### config.mk
export PLATFORM = sky130hd
export DESIGN_NAME = alu
export DESIGN_NICKNAME = d
export VERILOG_FILES = /design/src/verilog/alu_pkg.sv /design/src/verilog/adder.sv /design/src/verilog/multiplier.sv /design/src/verilog/alu_ctrl.sv /design/src/verilog/alu.sv
export SDC_FILE = /design/constraint.sdc
export NUM_CORES = 1
export LEC_CHECK = 0
export ABC_AREA = 1
export ABC_CLOCK_PERIOD_IN_PS = 36000
export BUFFER_PORTS_ARGS = -buffer_cell sky130_fd_sc_hd__buf_4
export CORE_MARGIN = 2
export CORE_UTILIZATION = 40
export DETAILED_ROUTE_END_ITERATION = 8
export SKIP_LAST_GASP = 1
export SYNTH_ARGS = -nofsm -noshare
export SYNTH_HDL_FRONTEND = slang
export SYNTH_SLANG_ARGS = --single-unit
export TNS_END_PERCENT = 1
### constraint.sdc
create_clock -name clk -period 36 [get_ports clk]
set_clock_uncertainty 0.1 [all_clocks]
set_input_delay 5.4 -clock clk [delete_from_list [all_inputs] [get_ports clk]]
set_output_delay 5.4 -clock clk [all_outputs]
set_load 0.005 [all_outputs]
### src/verilog/alu_pkg.sv
// Shared types and constants of the integer execution block, referenced by scoped name

package alu_pkg;

  // Operand and result width
  localparam int data_width = 32;

  // One shift-add iteration per multiplier operand bit
  localparam int mul_steps = data_width;

  // Opcodes
  // Encoding 3 has no name and is treated as invalid
  typedef enum logic [1:0] {
    alu_add = 2'd0,
    alu_sub = 2'd1,
    alu_mul = 2'd2
  } alu_op_e;

  // Request from the issuing stage
  // Valid in the cycle that start is high
  typedef struct packed {
    alu_op_e                op;
    logic [data_width-1:0]  a;
    logic [data_width-1:0]  b;
  } alu_req_t;

  // Response to the issuing stage
  // Valid with done and held until the next done
  typedef struct packed {
    logic [data_width-1:0]  result;
    // Set when result is all zeros
    logic                   zero;
    // Adder carry out, or nonzero upper product half
    logic                   carry;
  } alu_rsp_t;

  // Control FSM states
  typedef enum logic {
    idle     = 1'b0,
    mul_wait = 1'b1
  } ctrl_state_e;

endpackage

### src/verilog/adder.sv
// Combinational ripple-carry adder shared by add and subtract in the execution block
`timescale 1ns/1ps

module adder (
  input  logic [alu_pkg::data_width-1:0] a,
  input  logic [alu_pkg::data_width-1:0] b,
  input  logic                           cin,
  output logic [alu_pkg::data_width-1:0] sum,
  output logic                           cout
);

  // Carry chain
  // Entry i is the carry into bit i
  logic [alu_pkg::data_width:0] carry;

  assign carry[0] = cin;

  // One full-adder stage per bit, low bit first
  for (genvar i = 0; i < alu_pkg::data_width; i++)
  begin : g_stage
    logic half;

    // Propagate term of this stage
    assign half = a[i] ^ b[i];

    // Sum bit
    assign sum[i] = half ^ carry[i];

    // Generate, or propagate the incoming carry
    assign carry[i+1] = (a[i] & b[i]) | (half & carry[i]);
  end

  // Carry out of the top stage
  assign cout = carry[alu_pkg::data_width];

endmodule

### src/verilog/multiplier.sv
// Iterative unsigned shift-add multiplier with a 64-bit product, started by a one-cycle strobe
`timescale 1ns/1ps

module multiplier (
  input  logic                             clk,
  input  logic                             rst_n,
  input  logic                             start,
  input  logic [alu_pkg::data_width-1:0]   a,
  input  logic [alu_pkg::data_width-1:0]   b,
  output logic [2*alu_pkg::data_width-1:0] product,
  output logic                             done
);

  // Step counter wide enough to hold mul_steps
  typedef logic [$clog2(alu_pkg::mul_steps + 1)-1:0] count_t;

  // Remaining iterations
  // Zero means idle
  count_t count;

  // Multiplicand, shifted left each step
  logic [2*alu_pkg::data_width-1:0] mcand;

  // Multiplier operand, shifted right each step
  logic [alu_pkg::data_width-1:0] mplier;

  // Partial product
  logic [2*alu_pkg::data_width-1:0] acc;

  // Partial product after this cycle's step
  logic [2*alu_pkg::data_width-1:0] acc_next;

  // Running while steps remain
  logic running;

  assign running = (count != '0);

  // Add the shifted multiplicand when the current operand bit is set
  always_comb
  begin
    acc_next = acc;
    if (mplier[0])
    begin
      acc_next = acc + mcand;
    end
  end

  // Step counter
  // Loaded on start, counts down once per iteration
  always_ff @(posedge clk)
  begin
    if (!rst_n)
    begin
      count <= '0;
    end
    else if (start)
    begin
      count <= count_t'(alu_pkg::mul_steps);
    end
    else if (running)
    begin
      count <= count - count_t'(1);
    end
  end

  // Datapath registers
  always_ff @(posedge clk)
  begin
    if (start)
    begin
      // Zero-extend the multiplicand into the wide register
      mcand  <= {{alu_pkg::data_width{1'b0}}, a};
      mplier <= b;
      acc    <= '0;
    end
    else if (running)
    begin
      acc    <= acc_next;
      mcand  <= mcand << 1;
      mplier <= mplier >> 1;
    end
  end

  // Last iteration in progress
  // The final step's sum is the full product, so it is shown combinationally
  assign done    = (count == count_t'(1));
  assign product = acc_next;

endmodule

### src/verilog/alu_ctrl.sv
// Control FSM of the execution block: decodes requests, drives the datapath, registers the response
`timescale 1ns/1ps

module alu_ctrl (
  input  logic                             clk,
  input  logic                             rst_n,
  input  logic                             start,
  input  alu_pkg::alu_req_t                req,
  output logic [alu_pkg::data_width-1:0]   add_a,
  output logic [alu_pkg::data_width-1:0]   add_b,
  output logic                             add_cin,
  input  logic [alu_pkg::data_width-1:0]   sum,
  input  logic                             cout,
  output logic                             mul_start,
  output logic [alu_pkg::data_width-1:0]   mul_a,
  output logic [alu_pkg::data_width-1:0]   mul_b,
  input  logic [2*alu_pkg::data_width-1:0] product,
  input  logic                             mul_done,
  output alu_pkg::alu_rsp_t                rsp,
  output logic                             done,
  output logic                             busy
);

  alu_pkg::ctrl_state_e state;

  // Request decode
  logic is_sub;
  logic add_take;
  logic mul_finish;

  // Low and high halves of the product
  logic [alu_pkg::data_width-1:0] prod_lo;
  logic [alu_pkg::data_width-1:0] prod_hi;

  assign is_sub = (req.op == alu_pkg::alu_sub);

  // Single-cycle op accepted only while idle
  assign add_take = start && (state == alu_pkg::idle) &&
                    ((req.op == alu_pkg::alu_add) || is_sub);

  // Multiply launched straight from the request
  // Invalid opcode matches neither term and is dropped
  assign mul_start = start && (state == alu_pkg::idle) && (req.op == alu_pkg::alu_mul);

  // Multiplier finishing its last step
  assign mul_finish = (state == alu_pkg::mul_wait) && mul_done;

  // Adder operands
  // Subtract is a + ~b + 1
  assign add_a   = req.a;
  assign add_b   = is_sub ? ~req.b : req.b;
  assign add_cin = is_sub;

  // Multiplier operands, sampled by the multiplier on mul_start
  assign mul_a = req.a;
  assign mul_b = req.b;

  assign prod_lo = product[alu_pkg::data_width-1:0];
  assign prod_hi = product[2*alu_pkg::data_width-1:alu_pkg::data_width];

  // State register
  always_ff @(posedge clk)
  begin
    if (!rst_n)
    begin
      state <= alu_pkg::idle;
    end
    else
    begin
      case (state)
        alu_pkg::idle:
        begin
          if (mul_start)
          begin
            state <= alu_pkg::mul_wait;
          end
        end
        alu_pkg::mul_wait:
        begin
          // Starts are ignored until the product is in
          if (mul_done)
          begin
            state <= alu_pkg::idle;
          end
        end
        default:
        begin
          state <= alu_pkg::idle;
        end
      endcase
    end
  end

  // Done strobe, raised together with the registered response
  always_ff @(posedge clk)
  begin
    if (!rst_n)
    begin
      done <= 1'b0;
    end
    else
    begin
      done <= add_take || mul_finish;
    end
  end

  // Response register, held between done strobes
  always_ff @(posedge clk)
  begin
    if (!rst_n)
    begin
      rsp <= '0;
    end
    else if (add_take)
    begin
      // Raw carry out, so subtract without borrow reports one
      rsp.result <= sum;
      rsp.zero   <= (sum == '0);
      rsp.carry  <= cout;
    end
    else if (mul_finish)
    begin
      // Carry flags a product that overflows the word
      rsp.result <= prod_lo;
      rsp.zero   <= (prod_lo == '0);
      rsp.carry  <= |prod_hi;
    end
  end

  // Busy for the whole multiply wait, drops as done rises
  assign busy = (state == alu_pkg::mul_wait);

endmodule

### src/verilog/alu.sv
// Top level of the integer execution block, wiring the control FSM to the adder and multiplier
`timescale 1ns/1ps

module alu (
  input  logic              clk,
  input  logic              rst_n,
  input  logic              start,
  input  alu_pkg::alu_req_t req,
  output alu_pkg::alu_rsp_t rsp,
  output logic              done,
  output logic              busy
);

  // Adder connections
  logic [alu_pkg::data_width-1:0] add_a;
  logic [alu_pkg::data_width-1:0] add_b;
  logic                           add_cin;
  logic [alu_pkg::data_width-1:0] sum;
  logic                           cout;

  // Multiplier connections
  logic                             mul_start;
  logic [alu_pkg::data_width-1:0]   mul_a;
  logic [alu_pkg::data_width-1:0]   mul_b;
  logic [2*alu_pkg::data_width-1:0] product;
  logic                             mul_done;

  // Sequencing and response
  alu_ctrl ctrl_inst (
    .clk       (clk),
    .rst_n     (rst_n),
    .start     (start),
    .req       (req),
    .add_a     (add_a),
    .add_b     (add_b),
    .add_cin   (add_cin),
    .sum       (sum),
    .cout      (cout),
    .mul_start (mul_start),
    .mul_a     (mul_a),
    .mul_b     (mul_b),
    .product   (product),
    .mul_done  (mul_done),
    .rsp       (rsp),
    .done      (done),
    .busy      (busy)
  );

  // Shared add and subtract datapath
  adder adder_inst (
    .a    (add_a),
    .b    (add_b),
    .cin  (add_cin),
    .sum  (sum),
    .cout (cout)
  );

  // Multi-cycle multiply datapath
  multiplier mult_inst (
    .clk     (clk),
    .rst_n   (rst_n),
    .start   (mul_start),
    .a       (mul_a),
    .b       (mul_b),
    .product (product),
    .done    (mul_done)
  );

endmodule

==> reports/qor.csv <==
stage,metric,value,unit
finish,design_area,17500,um2
worst_hold_path,hold_path_end,ctrl_inst.rsp[2],
cts,cts_tree,done,
sta,finalSetupViolations,0,
setup_path,worst_setup_path_end_kind,flop,
finish,layout_commonest_cell,nand2_1,
setup_path,r2r_slack,32.35,ns
cts,post_cts_buffers,0,
global_routing,grt_pass1_wl,78.7,mm
sta,drv_slew,0,
global_routing,grt_overflow,0,
sta,layout_worst_path_cycle_share,0.531,
setup_path,r2r_end,ctrl_inst.rsp[0],
synthesis,ys_top_cells_by_area,"nand2_1 (21%), dfxtp_1 (18%), edfxtp_1 (12%), inv_1 (11%), ha_1 (5.3%)",
cts,cts.clk_slew.worst_paths,0.06,ns
placement,dpl-instance-area,16700,um2
power,power_leakage,8.96,nW
setup_path,path_common_cell,fa_1,
synthesis,yosysSeqAreaShare,0.304,
floorplan,core.rowCount,71,
sta,post-route-min-period,19.13,ns
finish,seqCellArea,4680,um2
sta,relSlewSlack,0.354,
placement,port_buffers,104,
power,p_sw,0.879,mW
setup_path,crit_slowest_cell,nand2_2,
worst_hold_path,min_path_cells,2,
synthesis,ys_ff_latch,202,
setup_path,start_kind,primary input,
finish,final_cell_mix,"nand2_1 (856), inv_1 (438), dfxtp_1 (138)",
power,power_per_cell_area,97.8,nW/um2
synthesis,syn_inst,2407,
synthesis,synth_edf_count,64,
detailed_routing,ant_nets,0,
synthesis,synth_nets,2573,
detailed_routing,vias,14784,
finish,multi_input_area,8820,um2
floorplan,dieArea,40200,um2
floorplan,die_h,200,um
worst_hold_path,worstHoldStart,ctrl_inst.rsp[2],
cts,cts_sinks,202,
outcome,status,"finished, final reports clean",
power,p_comb_frac,0.611,
finish,areaGrowthSynthToFinish,13.6,%
cts,clockRootBuffer,clkbuf_16,
detailed_routing,wl_per_cell,16.8,um
sta,hold_viol,0,
power,internal-power,0.835,mW
global_routing,first_global_vias,14421,
synthesis,yosysUniqueCellTypes,42,
sta,tns,0,ns
finish,drive_above_1_share,0.104,
power,seq_power_share,0.241,
global_routing,grt_usage,0.248,
synthesis,synthArstFlopShare,0,
sta,rsz0062_at_grt,no,
global_routing,grt_max_degree,84,
placement,dp.final_hpwl,40.2,mm
worst_hold_path,min_path_type,flop to flop,
finish,nets,2652,
cts,htreeDepth,1,
synthesis,synth_warnings,0,
setup_path,reg2reg_depth,19,
power,switching_share,0.513,
placement,gp_congestion,0.953,
sta,fin_ws,16.87,ns
sta,max_freq,52.3,MHz
setup_path,r2r_start,mult_inst.acc[0],
setup_path,required,36.39,ns
synthesis,netlist_area,15400,um2
floorplan,io_pins,105,
synthesis,synthFlopType,dfxtp_1,
flow_run,max_cap_violations,0,
floorplan,core-area,37800,um2
detailed_routing,dr.pass1.iters,6,
cts,cts_buffer_depth,3,
power,peakVddDrop,55.5,uV
finish,fillers,4060,
synthesis,avgSynthCellArea,6.41,um2
global_routing,antenna_found_initial,1,
placement,dp_slack,16.34,ns
floorplan,floorplan.initialDensity,0.408,
detailed_routing,avgViaCountPerCell,4.90,
setup_path,critPathMaxFanout,32,
setup_path,setup.worst_path.class,primary input to flop,
power,clkPwrFrac,0.148,
sta,tightest_slew,0.968,ns
floorplan,die_w,200,um
detailed_routing,drtIter0Drc,825,
cts,clock_latency,0.57,ns
cts,post_cts_resized,0,
detailed_routing,drc,0,
detailed_routing,drt-total-wl,50.5,mm
cts,cts_hold_buf,0,
synthesis,yosys.area.top_type_share,0.209,
setup_path,critPathMaxStageDelay,0.51,ns
cts,numCtsBuffers,25,
synthesis,synth_top_area_cell,nand2_1,
setup_path,cp_data_arrival_time,19.53,ns
## worst max path at each step
| stage | from | to | slack (ns) | depth (start not counted) |
|---|---|---|---|---|
| global placement | req[65] | ctrl_inst.rsp[1] | 16.54 | 40 |
| detailed placement | req[65] | ctrl_inst.rsp[1] | 16.34 | 40 |
| CTS | req[65] | ctrl_inst.rsp[1] | 16.88 | 40 |
| finish | req[65] | ctrl_inst.rsp[1] | 16.87 | 40 |
| floorplan | req[65] | ctrl_inst.rsp[1] | 17.38 | 40 |
| global route | req[65] | ctrl_inst.rsp[1] | 16.28 | 40 |
## Yosys cell counts (6+ instances only)
| cell | number |
|---|---|
| or2_2 | 46 |
| clkbuf_1 | 48 |
| xor2_1 | 33 |
| dfxtp_1 | 138 |
| fa_1 | 32 |
| nand2_2 | 13 |
| edfxtp_1 | 64 |
| xnor2_1 | 30 |
| nand3_2 | 12 |
| nor3_1 | 8 |
| nor2_1 | 135 |
| o21ai_0 | 114 |
| o21ai_1 | 8 |
| buf_2 | 8 |
| nand3_1 | 128 |
| inv_2 | 6 |
| inv_1 | 439 |
| a21oi_1 | 61 |
| buf_1 | 8 |
| nor2_2 | 14 |
| nand4_1 | 18 |
| nor3_2 | 7 |
| ha_1 | 65 |
| a31oi_1 | 34 |
| nand2_1 | 859 |
| o22ai_1 | 53 |
## registers in the layout (all words and copies together), names as in the netlist
signal and flops:
ctrl_inst.busy 1, mult_inst.mplier 32, ctrl_inst.done 1, mult_inst.count 6, mult_inst.mcand 64, mult_inst.acc 64, ctrl_inst.rsp 34
## stage by stage
step                      utilization  instances  hold slack (ns)  power (mW)
final                           0.463       3017            0.374        1.71
after global routing            0.463       3016            0.395        1.87
after CTS                       0.463       3016            0.374        1.72
after detailed placement        0.442       2970            0.365        1.46
after global placement          0.442       2970            0.355        1.45
after floorplan                     -       2407            0.347        1.14
## power by group through the flow
stage	Clock (mW)	Combinational, mW	Sequential, mW
finish	0.253	1.05	0.414
global route	0.268	1.18	0.426
CTS	0.258	1.05	0.414
detailed placement	0	1.04	0.416
global placement	0	1.03	0.415
floorplan	0	0.746	0.398
## cells by family after synthesis
family	after synthesis	synth area share
and+or+nand+nor	1249	0.340
buffers and inverters	514	0.126
AOI/OAI and AO/OA	281	0.100
DFF	202	0.304
adders and majority gates	97	0.0942
xor gates and xnor gates	63	0.0358
muxes	1	0.000649
## layout make-up
cell class	count	share of cell area
well taps	511	0.0365
multi-input cells	1691	0.503
flip-flops and latches	202	0.267
clock inverters	17	0.00914
diodes	1	0.000143
inverters	449	0.0963
repair buffers	117	0.0501
clock buffers	29	0.0371
## critical path: cells and delay by family
family	cells	cell delay [ns]
fa+ha+maj	31	12.21
xor+xnor	1	0.39
simple gates	2	0.83
compound gates	2	0.32
buf+inv	4	0.35
## routing by layer
metal	global-route usage	up-vias	share of wire
met5	0	-	0
met4	0.0841	0	0.034
met3	0.0494	86	0.061
met2	0.416	361	0.46
met1	0.317	6699	0.44
li1	-	7638	-
No activity file was read; power rests on OpenSTA's default activity.
